==> config.mk <==
export PLATFORM = sky130hd
export DESIGN_NAME = rv_decode
export DESIGN_NICKNAME = d
export VERILOG_FILES = /design/src/decode_pkg.sv /design/src/decoded_insn_if.sv /design/src/insn_decoder.sv /design/src/src_operand_select.sv /design/src/dispatch_regs.sv /design/src/rv_decode.sv
export SDC_FILE = /design/constraint.sdc
export NUM_CORES = 1
export LEC_CHECK = 0
export BUFFER_PORTS_ARGS = -buffer_cell sky130_fd_sc_hd__buf_2
export CORE_AREA = 2 2 168 170
export DETAILED_ROUTE_END_ITERATION = 8
export DIE_AREA = 0 0 170 172
export GPL_TIMING_DRIVEN = 0
export SLEW_MARGIN = 5
export SYNTH_ARGS = -nofsm -noshare
export SYNTH_HDL_FRONTEND = slang
export SYNTH_SLANG_ARGS = --single-unit
==> constraint.sdc <==
create_clock -name clk -period 5.9 [get_ports clk]
set_clock_uncertainty 0.05 [all_clocks]
set_input_delay 0 -clock clk [delete_from_list [all_inputs] [get_ports clk]]
set_output_delay 0 -clock clk [all_outputs]
set_load 0.05 [all_outputs]
==> src/decode_pkg.sv <==
// RV32I decode package
// Fixed widths of the decode stage and the enums shared by the decoder,
// the dispatch registers and the top level

package decode_pkg;

    localparam int DATA_WIDTH    = 32;
    localparam int ADDR_WIDTH    = 32;
    localparam int REG_IDX_WIDTH = 5;
    localparam int ROB_TAG_WIDTH = 5;
    localparam int NUM_SRC       = 2;

    // Major opcodes of the RV32I base set handled by the decoder
    typedef enum logic [6:0] {
        RV_OPCODE_OPIMM  = 7'b0010011,
        RV_OPCODE_LUI    = 7'b0110111,
        RV_OPCODE_AUIPC  = 7'b0010111,
        RV_OPCODE_OP     = 7'b0110011,
        RV_OPCODE_JAL    = 7'b1101111,
        RV_OPCODE_JALR   = 7'b1100111,
        RV_OPCODE_BRANCH = 7'b1100011,
        RV_OPCODE_LOAD   = 7'b0000011,
        RV_OPCODE_STORE  = 7'b0100011
    } rv_opcode_t;

    // Internal operations executed by the functional units
    typedef enum logic [4:0] {
        OP_ADD, OP_SUB, OP_LT, OP_LTU, OP_AND,
        OP_OR, OP_XOR, OP_SLL, OP_SRL, OP_SRA,
        OP_EQ, OP_NE, OP_GE, OP_GEU,
        OP_LB, OP_LH, OP_LW, OP_LBU, OP_LHU,
        OP_SB, OP_SH, OP_SW,
        OP_UNDEFINED
    } op_t;

    // Operation class, which steers the ROB and the RS towards the
    // right execution path
    typedef enum logic [2:0] {
        OP_IS_OP,
        OP_IS_LD,
        OP_IS_ST,
        OP_IS_BR,
        OP_IS_JL
    } op_is_t;

endpackage

==> src/decoded_insn_if.sv <==
// Decoded instruction bundle
// Carries the decoder results to the operand selector and the dispatch registers

interface decoded_insn_if import decode_pkg::*; ();

    op_t                      op;
    op_is_t                   op_is;
    logic [ADDR_WIDTH-1:0]    pc;
    logic [DATA_WIDTH-1:0]    imm;
    logic [REG_IDX_WIDTH-1:0] rdst;
    // Link value written by JAL and JALR
    logic [DATA_WIDTH-1:0]    rdst_data;

    // Per-source override of the ready bit and the operand data
    logic [NUM_SRC-1:0]       rdy_ovrd;
    logic [DATA_WIDTH-1:0]    data_ovrd [0:NUM_SRC-1];

    modport producer (
        output op, op_is, pc, imm, rdst, rdst_data, rdy_ovrd, data_ovrd
    );

    modport operand (
        input rdy_ovrd, data_ovrd
    );

    modport dispatch (
        input op, op_is, pc, imm, rdst, rdst_data
    );

endinterface

==> src/insn_decoder.sv <==
// RV32I instruction decoder
// Purely combinational: builds immediates, jump targets and link data and
// maps the opcode, funct3 and funct7 onto an internal operation and class

module insn_decoder import decode_pkg::*; (
    input  logic [DATA_WIDTH-1:0]    i_fetch_insn,
    input  logic [ADDR_WIDTH-1:0]    i_fetch_pc,
    output logic [REG_IDX_WIDTH-1:0] o_lookup_rsrc [0:NUM_SRC-1],
    decoded_insn_if.producer         dec
);

    assign o_lookup_rsrc[0] = i_fetch_insn[19:15];
    assign o_lookup_rsrc[1] = i_fetch_insn[24:20];

    always_comb begin
        rv_opcode_t               opcode;
        op_t                      op;
        logic [REG_IDX_WIDTH-1:0] rdst;
        logic [2:0]               funct3;
        logic                     funct7_is_0;
        logic                     funct7_is_32;
        logic [DATA_WIDTH-1:0]    imm_i;
        logic [DATA_WIDTH-1:0]    imm_s;
        logic [DATA_WIDTH-1:0]    imm_b;
        logic [DATA_WIDTH-1:0]    imm_u;
        logic [DATA_WIDTH-1:0]    imm_j;
        logic [ADDR_WIDTH-1:0]    jmp_pc;
        logic [ADDR_WIDTH-1:0]    pc_plus_4;

        imm_i = {{(DATA_WIDTH-11){i_fetch_insn[31]}}, i_fetch_insn[30:20]};
        imm_s = {{(DATA_WIDTH-11){i_fetch_insn[31]}}, i_fetch_insn[30:25], i_fetch_insn[11:7]};
        imm_b = {{(DATA_WIDTH-12){i_fetch_insn[31]}}, i_fetch_insn[7], i_fetch_insn[30:25],
                 i_fetch_insn[11:8], 1'b0};
        imm_u = {i_fetch_insn[31:12], 12'b0};
        imm_j = {{(DATA_WIDTH-20){i_fetch_insn[31]}}, i_fetch_insn[19:12], i_fetch_insn[20],
                 i_fetch_insn[30:21], 1'b0};

        opcode       = rv_opcode_t'(i_fetch_insn[6:0]);
        rdst         = i_fetch_insn[11:7];
        funct3       = i_fetch_insn[14:12];
        funct7_is_0  = (i_fetch_insn[31:25] == 7'b0000000);
        funct7_is_32 = (i_fetch_insn[31:25] == 7'b0100000);

        // Bit 2 of the opcode separates JAL from BRANCH
        jmp_pc    = (i_fetch_insn[2] ? imm_j : imm_b) + i_fetch_pc;
        pc_plus_4 = i_fetch_pc + ADDR_WIDTH'(4);

        // Defaults describe a plain register-register op
        op            = OP_UNDEFINED;
        dec.op_is     = OP_IS_OP;
        dec.pc        = i_fetch_pc;
        dec.imm       = imm_i;
        dec.rdst      = rdst;
        dec.rdst_data = '0;
        dec.rdy_ovrd  = 2'b00;
        dec.data_ovrd = '{'0, '0};

        unique case (opcode)
            RV_OPCODE_OPIMM: begin
                unique case (funct3)
                    3'b000:  op = OP_ADD;
                    3'b001:  op = funct7_is_0 ? OP_SLL : OP_UNDEFINED;
                    3'b010:  op = OP_LT;
                    3'b011:  op = OP_LTU;
                    3'b100:  op = OP_XOR;
                    3'b101:  op = funct7_is_0 ? OP_SRL : (funct7_is_32 ? OP_SRA : OP_UNDEFINED);
                    3'b110:  op = OP_OR;
                    default: op = OP_AND;
                endcase
                dec.rdy_ovrd  = 2'b10;
                dec.data_ovrd = '{'0, imm_i};
            end
            RV_OPCODE_LUI: begin
                // Computed as x0 plus the upper immediate
                op            = OP_ADD;
                dec.imm       = imm_u;
                dec.rdy_ovrd  = 2'b11;
                dec.data_ovrd = '{'0, imm_u};
            end
            RV_OPCODE_AUIPC: begin
                op            = OP_ADD;
                dec.imm       = imm_u;
                dec.rdy_ovrd  = 2'b11;
                dec.data_ovrd = '{i_fetch_pc, imm_u};
            end
            RV_OPCODE_OP: begin
                if (funct7_is_0) begin
                    unique case (funct3)
                        3'b000:  op = OP_ADD;
                        3'b001:  op = OP_SLL;
                        3'b010:  op = OP_LT;
                        3'b011:  op = OP_LTU;
                        3'b100:  op = OP_XOR;
                        3'b101:  op = OP_SRL;
                        3'b110:  op = OP_OR;
                        default: op = OP_AND;
                    endcase
                end else if (funct7_is_32) begin
                    unique case (funct3)
                        3'b000:  op = OP_SUB;
                        3'b101:  op = OP_SRA;
                        default: op = OP_UNDEFINED;
                    endcase
                end
            end
            RV_OPCODE_JAL: begin
                op            = OP_ADD;
                dec.op_is     = OP_IS_JL;
                dec.pc        = jmp_pc;
                dec.imm       = imm_j;
                dec.rdst_data = pc_plus_4;
                dec.rdy_ovrd  = 2'b11;
                dec.data_ovrd = '{i_fetch_pc, imm_j};
            end
            RV_OPCODE_JALR: begin
                // The target depends on rs1, so the fetch pc is passed on
                op            = (funct3 == 3'b000) ? OP_ADD : OP_UNDEFINED;
                dec.op_is     = OP_IS_JL;
                dec.rdst_data = pc_plus_4;
                dec.rdy_ovrd  = 2'b10;
                dec.data_ovrd = '{'0, imm_i};
            end
            RV_OPCODE_BRANCH: begin
                unique case (funct3)
                    3'b000:  op = OP_EQ;
                    3'b001:  op = OP_NE;
                    3'b100:  op = OP_LT;
                    3'b101:  op = OP_GE;
                    3'b110:  op = OP_LTU;
                    3'b111:  op = OP_GEU;
                    default: op = OP_UNDEFINED;
                endcase
                dec.op_is = OP_IS_BR;
                dec.pc    = jmp_pc;
                dec.imm   = imm_b;
                dec.rdst  = '0;
            end
            RV_OPCODE_LOAD: begin
                unique case (funct3)
                    3'b000:  op = OP_LB;
                    3'b001:  op = OP_LH;
                    3'b010:  op = OP_LW;
                    3'b100:  op = OP_LBU;
                    3'b101:  op = OP_LHU;
                    default: op = OP_UNDEFINED;
                endcase
                dec.op_is     = OP_IS_LD;
                dec.rdy_ovrd  = 2'b10;
                dec.data_ovrd = '{'0, imm_i};
            end
            RV_OPCODE_STORE: begin
                // Both registers are needed, the offset travels in imm
                unique case (funct3)
                    3'b000:  op = OP_SB;
                    3'b001:  op = OP_SH;
                    3'b010:  op = OP_SW;
                    default: op = OP_UNDEFINED;
                endcase
                dec.op_is = OP_IS_ST;
                dec.imm   = imm_s;
                dec.rdst  = '0;
            end
            default: begin
                op = OP_UNDEFINED;
            end
        endcase

        // An undefined op must neither wait on sources nor rename a register
        if (op == OP_UNDEFINED) begin
            dec.rdy_ovrd = '1;
            dec.rdst     = '0;
        end

        dec.op = op;
    end

endmodule

==> src/src_operand_select.sv <==
// Source operand selection
// Picks the ready bit and data of each source from the decoder override,
// the register alias table or the reorder buffer, in that order

module src_operand_select import decode_pkg::*; (
    input  logic                  i_rat_rdy  [0:NUM_SRC-1],
    input  logic [DATA_WIDTH-1:0] i_rat_data [0:NUM_SRC-1],
    input  logic                  i_rob_rdy  [0:NUM_SRC-1],
    input  logic [DATA_WIDTH-1:0] i_rob_data [0:NUM_SRC-1],
    decoded_insn_if.operand       dec,
    output logic                  o_src_rdy  [0:NUM_SRC-1],
    output logic [DATA_WIDTH-1:0] o_src_data [0:NUM_SRC-1]
);

    // A source that is not ready anywhere keeps the ROB data slot and waits
    // for its tag on the result bus
    always_comb begin
        for (int i = 0; i < NUM_SRC; i++) begin
            o_src_rdy[i] = dec.rdy_ovrd[i] | i_rat_rdy[i] | i_rob_rdy[i];

            if (dec.rdy_ovrd[i]) begin
                o_src_data[i] = dec.data_ovrd[i];
            end else if (i_rat_rdy[i]) begin
                o_src_data[i] = i_rat_data[i];
            end else begin
                o_src_data[i] = i_rob_data[i];
            end
        end
    end

endmodule

==> src/dispatch_regs.sv <==
// Dispatch registers
// Hold the ROB and RS dispatch fields for one cycle after decode

module dispatch_regs import decode_pkg::*; (
    input  logic                     clk,
    input  logic                     i_rst,
    decoded_insn_if.dispatch         dec,
    input  logic                     i_src_rdy  [0:NUM_SRC-1],
    input  logic [DATA_WIDTH-1:0]    i_src_data [0:NUM_SRC-1],
    input  logic [ROB_TAG_WIDTH-1:0] i_src_tag  [0:NUM_SRC-1],
    input  logic [ROB_TAG_WIDTH-1:0] i_dst_tag,

    // ROB dispatch
    output op_is_t                   o_rob_op_is,
    output logic [ADDR_WIDTH-1:0]    o_rob_pc,
    output logic [REG_IDX_WIDTH-1:0] o_rob_rdst,
    output logic [DATA_WIDTH-1:0]    o_rob_rdst_data,

    // RS dispatch
    output op_t                      o_rs_op,
    output logic [DATA_WIDTH-1:0]    o_rs_imm,
    output logic [ROB_TAG_WIDTH-1:0] o_rs_dst_tag,
    output logic                     o_rs_src_rdy  [0:NUM_SRC-1],
    output logic [DATA_WIDTH-1:0]    o_rs_src_data [0:NUM_SRC-1],
    output logic [ROB_TAG_WIDTH-1:0] o_rs_src_tag  [0:NUM_SRC-1]
);

    // Class and destination are cleared so no stale rename shows after reset
    always_ff @(posedge clk) begin
        if (i_rst) begin
            o_rob_op_is <= OP_IS_OP;
            o_rob_rdst  <= '0;
        end else begin
            o_rob_op_is <= dec.op_is;
            o_rob_rdst  <= dec.rdst;
        end
    end

    // Payload is captured every cycle, the reserve strobe qualifies it
    always_ff @(posedge clk) begin
        o_rob_pc        <= dec.pc;
        o_rob_rdst_data <= dec.rdst_data;

        o_rs_op         <= dec.op;
        o_rs_imm        <= dec.imm;
        o_rs_dst_tag    <= i_dst_tag;
        o_rs_src_rdy    <= i_src_rdy;
        o_rs_src_data   <= i_src_data;
        o_rs_src_tag    <= i_src_tag;
    end

endmodule

==> src/rv_decode.sv <==
// RV32I decode and dispatch stage
// Decodes one instruction per cycle, renames and reserves in the fetch
// cycle, and dispatches to the ROB and RS on the following cycle

module rv_decode import decode_pkg::*; (
    input  logic                     clk,
    input  logic                     i_rst,
    input  logic                     i_flush,
    input  logic                     i_rob_stall,
    input  logic                     i_rs_stall,

    // Fetch
    input  logic [ADDR_WIDTH-1:0]    i_fetch_pc,
    input  logic [DATA_WIDTH-1:0]    i_fetch_insn,
    input  logic                     i_fetch_valid,
    output logic                     o_decode_stall,

    // RAT lookup
    output logic [REG_IDX_WIDTH-1:0] o_rat_lookup_rsrc [0:NUM_SRC-1],
    input  logic                     i_rat_lookup_rdy  [0:NUM_SRC-1],
    input  logic [DATA_WIDTH-1:0]    i_rat_lookup_data [0:NUM_SRC-1],
    input  logic [ROB_TAG_WIDTH-1:0] i_rat_lookup_tag  [0:NUM_SRC-1],

    // ROB lookup and the tag that renames the destination
    input  logic                     i_rob_lookup_rdy  [0:NUM_SRC-1],
    input  logic [DATA_WIDTH-1:0]    i_rob_lookup_data [0:NUM_SRC-1],
    input  logic [ROB_TAG_WIDTH-1:0] i_rob_dst_tag,

    // Rename and reserve
    output logic [REG_IDX_WIDTH-1:0] o_rat_rename_rdst,
    output logic                     o_rs_reserve_en,
    output op_is_t                   o_rs_reserve_op_is,
    output logic                     o_rob_reserve_en,

    // ROB dispatch
    output op_is_t                   o_rob_dispatch_op_is,
    output logic [ADDR_WIDTH-1:0]    o_rob_dispatch_pc,
    output logic [REG_IDX_WIDTH-1:0] o_rob_dispatch_rdst,
    output logic [DATA_WIDTH-1:0]    o_rob_dispatch_rdst_data,

    // RS dispatch
    output op_t                      o_rs_dispatch_op,
    output logic [DATA_WIDTH-1:0]    o_rs_dispatch_imm,
    output logic [ROB_TAG_WIDTH-1:0] o_rs_dispatch_dst_tag,
    output logic                     o_rs_dispatch_src_rdy  [0:NUM_SRC-1],
    output logic [DATA_WIDTH-1:0]    o_rs_dispatch_src_data [0:NUM_SRC-1],
    output logic [ROB_TAG_WIDTH-1:0] o_rs_dispatch_src_tag  [0:NUM_SRC-1]
);

    logic                  stall;
    logic                  reserve_en;
    logic                  src_rdy  [0:NUM_SRC-1];
    logic [DATA_WIDTH-1:0] src_data [0:NUM_SRC-1];

    decoded_insn_if dec_if ();

    assign stall          = i_rob_stall | i_rs_stall;
    assign o_decode_stall = stall;

    // Reserve only for a valid instruction that is neither flushed nor stalled
    assign reserve_en         = i_fetch_valid & ~i_flush & ~stall;
    assign o_rob_reserve_en   = reserve_en;
    assign o_rs_reserve_en    = reserve_en;
    assign o_rs_reserve_op_is = dec_if.op_is;
    assign o_rat_rename_rdst  = dec_if.rdst;

    insn_decoder u_insn_decoder (
        .i_fetch_insn  (i_fetch_insn),
        .i_fetch_pc    (i_fetch_pc),
        .o_lookup_rsrc (o_rat_lookup_rsrc),
        .dec           (dec_if.producer)
    );

    src_operand_select u_src_operand_select (
        .i_rat_rdy  (i_rat_lookup_rdy),
        .i_rat_data (i_rat_lookup_data),
        .i_rob_rdy  (i_rob_lookup_rdy),
        .i_rob_data (i_rob_lookup_data),
        .dec        (dec_if.operand),
        .o_src_rdy  (src_rdy),
        .o_src_data (src_data)
    );

    dispatch_regs u_dispatch_regs (
        .clk             (clk),
        .i_rst           (i_rst),
        .dec             (dec_if.dispatch),
        .i_src_rdy       (src_rdy),
        .i_src_data      (src_data),
        .i_src_tag       (i_rat_lookup_tag),
        .i_dst_tag       (i_rob_dst_tag),
        .o_rob_op_is     (o_rob_dispatch_op_is),
        .o_rob_pc        (o_rob_dispatch_pc),
        .o_rob_rdst      (o_rob_dispatch_rdst),
        .o_rob_rdst_data (o_rob_dispatch_rdst_data),
        .o_rs_op         (o_rs_dispatch_op),
        .o_rs_imm        (o_rs_dispatch_imm),
        .o_rs_dst_tag    (o_rs_dispatch_dst_tag),
        .o_rs_src_rdy    (o_rs_dispatch_src_rdy),
        .o_rs_src_data   (o_rs_dispatch_src_data),
        .o_rs_src_tag    (o_rs_dispatch_src_tag)
    );

endmodule

==> impl_results.rst, run 1 <==
.. list-table::
   :header-rows: 1

   * - Metric
     - Value
   * - Overall Power
     - 0.00342 W
   * - Clock power share
     - 34.5%
   * - Net count of the mapped netlist
     - 1,285
   * - Largest net degree at the start of global routing
     - 20
   * - Detailed router's first-iteration violation count
     - 633
   * - Internal Pwr Total
     - approximately 0.0023 W
   * - Wire length of the first global-routing pass
     - approximately 55,000 µm
   * - Half-perimeter wire length of the detailed placement result
     - about 26,000 µm
   * - Setup repair after global routing missed its margin
     - no
   * - Critical path's slowest cell
     - dlygate4sd3_1
   * - Total number of placement rows
     - just over 60
   * - Placer Congestion
     - around 0.85
   * - Worst slew margin relative to its limit
     - about a third
   * - Count of yosys warnings during synthesis
     - 0
   * - DIE AREA
     - slightly below 0.03 mm²
   * - Detailed Route WL
     - roughly 37,000 µm
   * - Total Nets Final
     - roughly 2,000
   * - Cell area after technology mapping
     - 0.00888 mm²
   * - Sequential group share of total power
     - 39.4%
   * - Slew of the pin with the lowest slew margin
     - around 1.0 ns
   * - Distinct cell type count after synthesis
     - 63
   * - Placed Instance Area
     - between 0.01 and 0.015 mm²
   * - Number of top-level design ports
     - approximately 430
   * - # resized after CTS
     - 0
   * - HP Start
     - i_fetch_insn[0]
   * - Hold buffer count at cts
     - 260
   * - Highest routed layer
     - met4
   * - Initial antenna violation count
     - 0
   * - Starting Density
     - ~32%
   * - DR WL met3
     - around 2500 µm
   * - Top achievable clock speed
     - around 0.28 GHz
   * - Tcrit/Tclk final
     - between 60% and 70%
   * - Overall die height
     - around 170 µm
   * - Critical Setup Path Class
     - input pin to flop
   * - Number of maximum-capacitance violations
     - 0
   * - Result of the run
     - complete, no violations
   * - Arr. time, crit path
     - roughly 3.9 ns
   * - Number of failing setup endpoints in the final timing report
     - 0
   * - Clock period minus worst slack
     - between 3 and 4 ns
   * - Async S/R FF share, synth
     - 0%
   * - Mapped Cells
     - 1,036
   * - Required time of the worst setup path
     - about 6.2 ns
   * - Top post-synthesis cells by area
     - dfxtp_1 (43%), nand2_1 (7.6%), mux2i_1 (7.2%)
   * - Proportion of netlist area held by the largest area contributor
     - 42.8%
   * - Total negative setup slack
     - 0 ns
   * - H-tree lvl count
     - 4
   * - Delay of the slowest critical-path stage
     - between 0.5 and 0.6 ns
   * - Hold Crit Class
     - input pin to flop
   * - Worst setup path end
     - u_dispatch_regs.o_rob_pc[28]$_DFF_P_
   * - Number of remaining DRC errors
     - 0
   * - Launch point of the critical path
     - i_fetch_insn[31]
   * - Detailed-route wire length per cell
     - 17.7 µm
   * - Leakage power
     - roughly 7.2 nW
   * - Area grow syn2layout
     - 64.6%
   * - Net switching share of the total power
     - 32.7%
   * - Met1 routed wirelength after detailed routing
     - roughly 15,000 µm
   * - Number of clock buffers inserted by TritonCTS
     - 17
   * - Pwr dens
     - 234 mW/mm²
   * - Antenna-violating nets left
     - 0
   * - Synthesized flop and latch total
     - 190
   * - Worst Setup Start Kind
     - input pin
   * - Filler instances
     - between 2,000 and 3,000
   * - Ratio of cells with drive above 1 in the final layout
     - around 29%
   * - Biggest area consumer among synthesized cells
     - dfxtp_1
   * - Via count of the routed design
     - approximately 10,000
   * - Count of buffers inserted at the top-level ports
     - between 400 and 500
   * - WL met2
     - 18,300 µm
   * - Maximum fanout along the worst path
     - 13
   * - Standard cell core area
     - about 0.027 mm²
   * - Average vias per placed instance
     - between 4 and 5
   * - Clk slew on worst S/H paths
     - around 0.080 ns
   * - Mapped Avg Cell Area
     - roughly 8.6 µm²
   * - Final number of max-transition violations
     - 0
   * - Part of the power in combinational logic
     - between 20% and 30%
   * - Worst Hold Margin
     - about 0.04 ns
   * - Total congestion overflow after global routing
     - 0
   * - Number of clock sinks
     - between 150 and 200
   * - Count of flip-flops with a built-in enable after synthesis
     - 0
   * - Post-CTS repair timing setup buffer count
     - 0
   * - Number of global-route vias before repair
     - 10,100
   * - Post-synthesis sequential area ratio
     - between 40% and 50%
   * - Horizontal extent of the die
     - 170 µm
   * - Hold Fails Final Rpt
     - 0
   * - Antenna diode count
     - 0
   * - Dominant synthesized flop cell
     - dfxtp_1
   * - Post-route design area
     - approximately 0.015 mm²
   * - Critical-path cell list
     - dlygate4sd3_1 -> buf_2 -> buf_2 -> nand2b_1 -> clkbuf_1 -> nand2_1 -> ha_1 -> and3_1 -> a221o_1 -> a21oi_1 -> a21oi_1 -> a41oi_1 -> o21ai_0 -> xnor2_1 -> o21ai_0
   * - Setup crit end kind
     - flop
   * - Overall fraction of global-route tracks in use
     - between 20% and 30%
   * - TritonCTS clock tree
     - done
   * - Net Sw Power
     - roughly 0.0011 W
   * - Root buffer selected by CTS
     - clkbuf_16
   * - Max IR drop VDD
     - 0.144 mV
   * - DR pass1 iterations
     - 5
   * - Buffer levels on the longest clock path
     - 2
-- cells by family (layout without fill, tap and decap cells) --
family	Yosys count	after routing	synth area share, %
adders and majority gates	32	32	4.59
AOI/OAI and AO/OA	237	237	16.3
buffers and inverters	90	803	4.75
and+or+nand+nor	366	366	18.6
xor gates and xnor gates	50	50	4.93
DFF	190	190	42.8
muxes	71	71	8.10
-- registers in the layout, indices dropped and copies added, names as in the netlist --
register	cells
u_dispatch_regs.o_rob_op_is	3
u_dispatch_regs.o_rob_pc	32
u_dispatch_regs.o_rob_rdst	5
u_dispatch_regs.o_rob_rdst_data	32
u_dispatch_regs.o_rs_dst_tag	5
u_dispatch_regs.o_rs_imm	32
u_dispatch_regs.o_rs_op	5
u_dispatch_regs.o_rs_src_data	64
u_dispatch_regs.o_rs_src_rdy	2
u_dispatch_regs.o_rs_src_tag	10
-- worst max-delay path, delay by kind of cell --
kind	cells	cell delay [ns]
and+or+nand+nor	3	0.48
AOI/OAI and AO/OA	6	1.57
xor gates and xnor gates	1	0.15
adders and majority gates	1	0.39
buffers and inverters	4	1.26
-- Yosys cell counts (3+ instances only) --
cell type	instances
dfxtp_1	190
nand2_1	181
nor2_1	73
mux2i_1	64
o21ai_1	62
a21oi_1	50
o21ai_0	47
clkbuf_1	36
ha_1	31
xor2_1	30
nand3_1	29
inv_1	23
xnor2_1	20
and3_1	19
buf_4	17
a21o_1	15
o211ai_1	14
and2_1	11
buf_2	10
nand4_1	10
nand2b_1	8
a31oi_1	7
mux2_2	7
o31ai_1	7
nor3_1	6
nor3b_1	6
or3_1	5
nor2b_1	4
a211oi_1	3
a21boi_1	3
a41oi_1	3
and2b_1	3
and4_1	3
buf_1	3
o21bai_1	3
-- worst min-delay path by stage --
stage	to	slack, ns	cells after the start
global route	u_dispatch_regs.o_rob_pc[21]$_DFF_P_	0.04	4
detailed placement	u_dispatch_regs.o_rs_src_tag[5]$_DFF_P_	0.05	1
floorplan	u_dispatch_regs.o_rob_pc[0]$_DFF_P_	-0.02	0
CTS	u_dispatch_regs.o_rs_op[1]$_DFF_P_	0.01	4
global placement	u_dispatch_regs.o_rs_src_tag[1]$_DFF_P_	0.05	1
finish	u_dispatch_regs.o_rs_op[1]$_DFF_P_	0.04	4
-- power by group through the flow --
stage                     logic (W)  registers [W]  clock network (W)
after global placement     0.000735        0.00138                  0
after detailed placement   0.000739        0.00138                  0
after floorplan            0.000310        0.00156                  0
after global routing       0.000955        0.00135            0.00126
final                      0.000891        0.00135            0.00118
after CTS                  0.000879        0.00135            0.00121
-- cell usage in the layout, fill, tap and decap left out, drive strengths merged, types with 3 or more instances in the layout --
cell type / instances
and3: 19
nand3: 29
buf: 452
xnor2: 20
a41oi: 3
a21o: 15
nand4: 10
o211ai: 14
or3: 5
o21ai: 109
clkinv: 6
and2: 11
o31ai: 7
nor2b: 4
nand2b: 8
dlygate4sd3: 260
dfxtp: 190
a21boi: 4
xor2: 30
nor3b: 6
nand2: 183
a21oi: 51
inv: 30
mux2: 7
clkbuf: 54
ha: 31
nor2: 73
and4: 3
a211oi: 5
mux2i: 64
and2b: 3
nor3: 7
o21bai: 3
or2: 3
a31oi: 8
-- final cells by class --
| type | count | area (µm²) | share of cell area (%) |
|---|---|---|---|
| repair buffers | 681 | 4710 | 32.2 |
| multi-input cells | 756 | 4660 | 31.9 |
| flip-flops and latches | 190 | 3800 | 26.0 |
| well taps | 346 | 433 | 2.96 |
| clock buffers | 18 | 429 | 2.93 |
| plain buffers | 67 | 335 | 2.29 |
| clock inverters | 14 | 169 | 1.15 |
| inverters | 23 | 86.3 | 0.590 |
-- through the flow --
stage          cells  setup WS [ns]  utilization (%)
2_1_floorplan   1036           3.14                -
3_3_place_gp    1803           2.17             41.6
3_5_place_dp    1803           2.20             41.6
4_1_cts         2095           2.28             53.2
5_1_grt         2095           2.05             53.2
6_report        2095           2.29             53.2
-- per-layer routing --
metal / up-vias / global-route usage (%)
li1: 4971 / -
met1: 4695 / 28.4
met2: 416 / 44.4
met3: 57 / 5.68
met4: 0 / 7.99
met5: - / 0
(Power assumes the default switching activity.)
==> run 2, diff against run 1 <==
==> constraint.sdc (replaced) <==
create_clock -name clk -period 3.6 [get_ports clk]
set_clock_uncertainty 0.05 [all_clocks]
set_input_delay 0 -clock clk [delete_from_list [all_inputs] [get_ports clk]]
set_output_delay 0 -clock clk [all_outputs]
set_load 0.05 [all_outputs]
==> run 2 against run 1 <==
Effect of this change: worst setup slack worse by 2.0 ns; sequential power rose by 64%; power rose by 64%; clock power up 64%; flip-flop and latch count unchanged; die area is the same; design area stayed put; hold slack hardly changed; combinational power increased by 64%; critical endpoint is now u_dispatch_regs.o_rs_src_data[43]$_DFF_P_; highest routed layer unchanged.
==> impl_results.rst, run 2 (synthesis results as in run 1) <==
.. list-table::
   :header-rows: 1

   * - Metric
     - Value
   * - Arr. time, crit path
     - 3.69 ns (was 3.88 ns)
   * - Starting Density
     - 32.3% (unchanged)
   * - Top achievable clock speed
     - 0.299 GHz
   * - Total Nets Final
     - 1,985 (unchanged)
   * - Total congestion overflow after global routing
     - 0 (unchanged)
   * - Pwr dens
     - 383 mW/mm² (was 234 mW/mm²)
   * - Area used by multi-input combinational logic
     - 0.00466 mm² (unchanged)
   * - Via count of the routed design
     - 10,200 (was 10,100)
   * - Launch point of the critical path
     - i_fetch_insn[6] (was i_fetch_insn[31])
   * - Setup crit end kind
     - flop (unchanged)
   * - Post-route design area
     - 0.0146 mm² (unchanged)
   * - Worst Hold Margin
     - 0.0393 ns (was 0.0392 ns)
   * - Worst slew margin relative to its limit
     - 32.1% (was 31.9%)
   * - Result of the run
     - complete, no violations (unchanged)
   * - Total number of placement rows
     - 61 (unchanged)
   * - Number of maximum-capacitance violations
     - 0 (unchanged)
   * - Least setup slack across all paths after layout
     - 0.255 ns (was 2.29 ns)
   * - Filler instances
     - 2,508 (was 2,507)
   * - Critical-path cell list
     - dlygate4sd3_1 -> buf_2 -> inv_1 -> nor2_1 -> nand4_1 -> inv_1 -> nand2_1 -> o21ai_1 -> clkbuf_1 -> nand2_1 -> o21ai_1 -> dlygate4sd3_1 (was dlygate4sd3_1 -> buf_2 -> buf_2 -> nand2b_1 -> clkbuf_1 -> nand2_1 -> ha_1 -> and3_1 -> a221o_1 -> a21oi_1 -> a21oi_1 -> a41oi_1 -> o21ai_0 -> xnor2_1 -> o21ai_0)
   * - Detailed Route WL
     - 37,200 µm (about the same)
   * - Number of top-level design ports
     - 428 (unchanged)
   * - Detailed-route wire length per cell
     - 17.7 µm (about the same)
   * - Placed Instance Area
     - 0.0114 mm² (unchanged)
   * - Post-placement setup slack
     - -0.101 ns (was 2.20 ns)
   * - Detailed router's first-iteration violation count
     - 634 (was 633)
   * - Horizontal extent of the die
     - 170 µm (unchanged)
   * - Post-CTS repair timing setup buffer count
     - 0 (unchanged)
   * - Delay-heaviest family, CP
     - buffers and inverters (was compound AO/OA/AOI/OAI gates)
   * - Leakage power
     - 7.22 nW (unchanged)
   * - Clock period minus worst slack
     - between 3 and 4 ns
   * - DR pass1 iterations
     - 5 (unchanged)
   * - Total instance count after detailed placement
     - 1,803 (unchanged)
   * - Number of failing setup endpoints in the final timing report
     - 0 (unchanged)
   * - Critical Setup Path Class
     - input pin to flop (unchanged)
   * - Post-route non-filler standard cell count
     - 2,095 (unchanged)
   * - Worst setup path end
     - u_dispatch_regs.o_rs_src_data[43]$_DFF_P_ (was u_dispatch_regs.o_rob_pc[28]$_DFF_P_)
   * - Worst Setup Start Kind
     - input pin (unchanged)
   * - Setup repair after global routing missed its margin
     - no (unchanged)
   * - Slew of the pin with the lowest slew margin
     - 1.02 ns (about the same)
   * - TritonCTS clock tree
     - done (unchanged)
   * - Number of clock buffers inserted by TritonCTS
     - 17 (unchanged)
   * - Number of buffers and inverters on the critical path
     - 6 (was 4)
   * - Delay of the slowest critical-path stage
     - 0.55 ns (was 0.53 ns)
   * - Ratio of cells with drive above 1 in the final layout
     - 28.6% (unchanged)
   * - Count of buffers inserted at the top-level ports
     - 421 (unchanged)
   * - Number of stages on the worst setup path
     - 12 (was 15)
   * - Buffer levels on the longest clock path
     - 2 (unchanged)
   * - Largest net degree at the start of global routing
     - 20 (unchanged)
   * - HP Start
     - i_fetch_insn[0] (unchanged)
   * - Number of global-route vias before repair
     - 10,100 (about the same)
   * - Overall fraction of global-route tracks in use
     - 24.5% (about the same)
   * - Wire length of the first global-routing pass
     - 54,700 µm (about the same)
   * - Antenna-violating nets left
     - 0 (unchanged)
   * - Most frequent cells in the layout
     - buf_2 (431), dlygate4sd3_1 (260), dfxtp_1 (190), nand2_1 (181), nor2_1 (73) (unchanged)
   * - Standard cell core area
     - 0.0275 mm² (unchanged)
   * - Number of clock sinks
     - 190 (unchanged)
   * - Hold buffer count at cts
     - 260 (unchanged)
   * - Reg with most FFs
     - u_dispatch_regs.o_rs_src_data (unchanged)
   * - Final number of max-transition violations
     - 0 (unchanged)
   * - Maximum fanout along the worst path
     - 10 (was 13)
   * - Clk slew on worst S/H paths
     - 0.08 ns (about the same)
   * - # resized after CTS
     - 0 (unchanged)
   * - Antenna diode count
     - 0 (unchanged)
   * - Overall die height
     - 172 µm (unchanged)
   * - DIE AREA
     - 0.0292 mm² (unchanged)
   * - Reg area
     - 0.00380 mm² (unchanged)
   * - Area grow syn2layout
     - 64.6% (unchanged)
   * - Critical path's slowest cell
     - dlygate4sd3_1 (unchanged)
   * - Half-perimeter wire length of the detailed placement result
     - 26,000 µm (unchanged)
   * - H-tree lvl count
     - 4 (unchanged)
   * - Placer Congestion
     - 0.853 (unchanged)
   * - Flip-flop count of the largest register, all copies and words added
     - 64 (unchanged)
   * - Required time of the worst setup path
     - 3.94 ns (was 6.17 ns)
   * - Tcrit/Tclk final
     - between 90 and 100%
   * - Number of remaining DRC errors
     - 0 (unchanged)
   * - Most common cell after layout, fill and taps aside
     - buf_2 (unchanged)
   * - Root buffer selected by CTS
     - clkbuf_16 (unchanged)
   * - Hold Fails Final Rpt
     - 0 (unchanged)
   * - Hold Crit Class
     - input pin to flop (unchanged)
   * - Average vias per placed instance
     - 4.85 (was 4.84)
   * - Initial antenna violation count
     - 0 (unchanged)
   * - Max IR drop VDD
     - 0.237 mV (was 0.144 mV)
[run 2: cell counts in the layout (fill, tap and decap cells not counted)]
No cell type changed its count.
[run 2: how the worst min path moves through the flow]
stage / to / slack, ns / cells past startpoint
2_1_floorplan: u_dispatch_regs.o_rob_pc[0]$_DFF_P_ / -0.02 / 0
3_3_place_gp: u_dispatch_regs.o_rs_src_tag[1]$_DFF_P_ / 0.05 / 1
3_5_place_dp: u_dispatch_regs.o_rs_src_tag[5]$_DFF_P_ / 0.05 / 1
4_1_cts: u_dispatch_regs.o_rs_op[1]$_DFF_P_ / 0.01 / 4
5_1_grt: u_dispatch_regs.o_rob_pc[21]$_DFF_P_ / 0.04 / 4
6_report: u_dispatch_regs.o_rs_op[1]$_DFF_P_ / 0.04 / 4
[run 2: metrics by stage]
step                      utilization (%)  setup TNS, ns  total power [W]
final                                53.2              0          0.00560
after global routing                 53.2              0          0.00584
after CTS                            53.2              0          0.00562
after detailed placement             41.6         -0.315          0.00347
after global placement               41.6         -0.276          0.00346
after floorplan                         -              0          0.00307
[run 2: power by group]
group	total (W)	leakage, nW	switching [W]	internal, W
Clock	0.00193	0.293	0.000935	0.000996
Combinational	0.00146	5.36	0.000873	0.000587
Sequential	0.00221	1.57	0.0000211	0.00219
[run 2: cell type report]
| type | count | share of cell area (%) |
|---|---|---|
| repair buffers | 681 | 32.2 |
| flip-flops and latches | 190 | 26.0 |
| plain buffers | 67 | 2.29 |
| well taps | 346 | 2.96 |
| inverters | 23 | 0.590 |
| clock inverters | 14 | 1.15 |
| multi-input cells | 756 | 31.9 |
| clock buffers | 18 | 2.93 |
[run 2: worst min-delay path, cell delays in order]
cell and delay [ns]:
buf_2 0.11, nand2_1 0.24, a2111oi_4 0.08, nand2_1 0.07
[run 2: per-layer routing]
metal | GRT usage (%) | vias to the layer above | part of all wire, %
li1 | - | 4973 | -
met1 | 28.4 | 4722 | 41
met2 | 44.4 | 400 | 50
met3 | 5.68 | 57 | 6.6
met4 | 8.06 | 0 | 2.5
met5 | 0 | - | 0
==> run 3, diff against run 2 <==
--- a/config.mk
+++ b/config.mk
@@ -10,6 +10,7 @@
 export DETAILED_ROUTE_END_ITERATION = 8
 export DIE_AREA = 0 0 170 172
 export GPL_TIMING_DRIVEN = 0
+export RECOVER_POWER = 100
 export SLEW_MARGIN = 5
 export SYNTH_ARGS = -nofsm -noshare
 export SYNTH_HDL_FRONTEND = slang
==> run 3 against run 2 <==
Effect of this change: the flow now finishes with violations (negative hold slack); worst setup slack worse by 0.037 ns; sequential power is essentially flat; power fell by 0.60%; via count is 0.33% higher; die area did not move; clock power is essentially flat; fmax fell by 1.1%; sequential share of layout area grew 0.53 points; global-route usage is the same; first-iteration DRC count fell by 1.7%; largest cell class unchanged; largest power group unchanged.
==> impl_results.rst, run 3 (synthesis results as in run 1) <==
.. list-table::
   :header-rows: 1

   * - Metric
     - Value
   * - Result of the run
     - finished, violations left (was complete, no violations)
   * - Failing checks
     - negative hold slack
   * - Required time of the worst setup path
     - 3.94 ns (about the same)
   * - Number of failing setup endpoints in the final timing report
     - 0 (unchanged)
   * - Detailed router's first-iteration violation count
     - 623 (was 634)
   * - Horizontal extent of the die
     - 170 µm (unchanged)
   * - Area used by multi-input combinational logic
     - 0.00464 mm² (was 0.00466 mm²)
   * - Delay-heaviest family, CP
     - buffers and inverters (unchanged)
   * - Maximum fanout along the worst path
     - 10 (unchanged)
   * - Number of clock buffers inserted by TritonCTS
     - 17 (unchanged)
   * - Via count of the routed design
     - 10,200 (about the same)
   * - Total Nets Final
     - 1,985 (unchanged)
   * - Wire length of the first global-routing pass
     - 54,700 µm (unchanged)
   * - Starting Density
     - 32.3% (unchanged)
   * - Most frequent cells in the layout
     - dlygate4sd3_1 (260), clkbuf_1 (256), buf_2 (211), dfxtp_1 (190), nand2_1 (181) (was buf_2 (431), dlygate4sd3_1 (260), dfxtp_1 (190), nand2_1 (181), nor2_1 (73))
   * - Placer Congestion
     - 0.853 (unchanged)
   * - Least setup slack across all paths after layout
     - 0.218 ns (was 0.255 ns)
   * - Arr. time, crit path
     - 3.72 ns (was 3.69 ns)
   * - Critical-path cell list
     - dlygate4sd3_1 -> buf_2 -> inv_1 -> nor2_1 -> nand4_1 -> inv_1 -> nand2_1 -> o21ai_1 -> clkbuf_1 -> nand2_1 -> o21ai_0 -> dlygate4sd3_1 (was dlygate4sd3_1 -> buf_2 -> inv_1 -> nor2_1 -> nand4_1 -> inv_1 -> nand2_1 -> o21ai_1 -> clkbuf_1 -> nand2_1 -> o21ai_1 -> dlygate4sd3_1)
   * - Tcrit/Tclk final
     - 93.9% (was 92.9%)
   * - Flip-flop count of the largest register, all copies and words added
     - 64 (unchanged)
   * - Standard cell core area
     - 0.0275 mm² (unchanged)
   * - Antenna diode count
     - 0 (unchanged)
   * - Setup crit end kind
     - flop (unchanged)
   * - Root buffer selected by CTS
     - clkbuf_16 (unchanged)
   * - Hold Crit Class
     - input pin to flop (unchanged)
   * - Count of buffers inserted at the top-level ports
     - 421 (unchanged)
   * - Buffer levels on the longest clock path
     - 2 (unchanged)
   * - Hold Fails Final Rpt
     - 1 (was 0)
   * - Critical Setup Path Class
     - input pin to flop (unchanged)
   * - Slew of the pin with the lowest slew margin
     - 1.05 ns (was 1.02 ns)
   * - Total negative setup slack
     - 0 ns (unchanged)
   * - Worst slew margin relative to its limit
     - 30.0% (was 32.1%)
   * - DIE AREA
     - 0.0292 mm² (unchanged)
   * - Reg with most FFs
     - u_dispatch_regs.o_rs_src_data (unchanged)
   * - Most common cell after layout, fill and taps aside
     - dlygate4sd3_1 (was buf_2)
   * - Total number of placement rows
     - 61 (unchanged)
   * - Reg area
     - 0.00380 mm² (unchanged)
   * - Filler instances
     - 2,631 (was 2,508)
   * - Clock period minus worst slack
     - 3.38 ns (was 3.35 ns)
   * - Worst Setup Start Kind
     - input pin (unchanged)
   * - Number of global-route vias before repair
     - 10,100 (unchanged)
   * - Number of remaining DRC errors
     - 0 (unchanged)
   * - Number of clock sinks
     - 190 (unchanged)
   * - Pwr dens
     - 388 mW/mm² (was 383 mW/mm²)
   * - Post-CTS repair timing setup buffer count
     - 0 (unchanged)
   * - Area grow syn2layout
     - 61.3% (was 64.6%)
   * - Top achievable clock speed
     - 0.296 GHz (was 0.299 GHz)
   * - Detailed Route WL
     - 37,200 µm (about the same)
   * - TritonCTS clock tree
     - done (unchanged)
   * - Max IR drop VDD
     - 0.235 mV (was 0.237 mV)
   * - Number of maximum-capacitance violations
     - 0 (unchanged)
   * - Clk slew on worst S/H paths
     - 0.08 ns (about the same)
   * - Critical path's slowest cell
     - dlygate4sd3_1 (unchanged)
   * - Total congestion overflow after global routing
     - 0 (unchanged)
   * - Ratio of cells with drive above 1 in the final layout
     - 16.0% (was 28.6%)
   * - Post-route core utilization
     - 52.2% (was 53.2%)
   * - Worst Hold Margin
     - -0.00466 ns (was 0.0393 ns)
   * - Overall fraction of global-route tracks in use
     - 24.5% (unchanged)
   * - Initial antenna violation count
     - 0 (unchanged)
   * - Number of buffers and inverters on the critical path
     - 6 (unchanged)
   * - Antenna-violating nets left
     - 0 (unchanged)
   * - Number of top-level design ports
     - 428 (unchanged)
   * - DR pass1 iterations
     - 5 (unchanged)
   * - H-tree lvl count
     - 4 (unchanged)
   * - Setup repair after global routing missed its margin
     - no (unchanged)
   * - Average vias per placed instance
     - 4.86 (was 4.85)
   * - Half-perimeter wire length of the detailed placement result
     - 26,000 µm (unchanged)
   * - Detailed-route wire length per cell
     - 17.8 µm (was 17.7 µm)
   * - Largest net degree at the start of global routing
     - 20 (unchanged)
   * - Leakage power
     - 6.45 nW (was 7.22 nW)
   * - Final number of max-transition violations
     - 0 (unchanged)
   * - Overall die height
     - 172 µm (unchanged)
   * - Post-placement setup slack
     - -0.101 ns (unchanged)
   * - Delay of the slowest critical-path stage
     - 0.56 ns (was 0.55 ns)
-- run 3: power breakdown --
| group | total, W | internal (W) | switching [W] |
|---|---|---|---|
| sequential | 0.00221 | 0.00219 | 0.0000237 |
| combinational | 0.00142 | 0.000556 | 0.000868 |
| clock | 0.00193 | 0.000996 | 0.000936 |
| total | 0.00557 | 0.00374 | 0.00183 |
-- run 3: worst paths after layout --
kind,start,end,slack (ns),cells after the start
max,i_fetch_insn[6],u_dispatch_regs.o_rs_src_data[43]$_DFF_P_,0.22,12
min,i_fetch_insn[0],u_dispatch_regs.o_rs_op[1]$_DFF_P_,-0.005,4
-- run 3: layout make-up --
type,count,share of cell area [%]
well taps,346,3.02
multi-input cells,756,32.4
repair buffers,681,31.0
clock buffers,18,2.99
plain buffers,67,2.33
flip-flops and latches,190,26.5
inverters,23,0.602
clock inverters,14,1.18
-- run 3: routing by layer --
| metal | vias up | GRT usage [%] | share of wire (%) |
|---|---|---|---|
| li1 | 4967 | - | - |
| met1 | 4688 | 28.4 | 41 |
| met2 | 466 | 44.4 | 49 |
| met3 | 65 | 5.68 | 7.2 |
| met4 | 0 | 8.06 | 2.7 |
| met5 | - | 0 | 0 |
-- run 3: per-stage QoR --
stage / power, W / area (µm²) / hold slack (ns) / instances
CTS: 0.00562 / 14600 / 0.0123 / 2095
finish: 0.00557 / 14300 / -0.00466 / 2095
floorplan: 0.00307 / 8880 / -0.0223 / 1036
detailed placement: 0.00347 / 11400 / 0.0537 / 1803
global route: 0.00580 / 14300 / 0.0125 / 2095
global placement: 0.00346 / 11400 / 0.0519 / 1803
-- run 3: repair_timing --
action,4_1_cts,5_1_grt
hold buffers,260,0
hold endpoints to repair,182,0
resized for setup,0,0
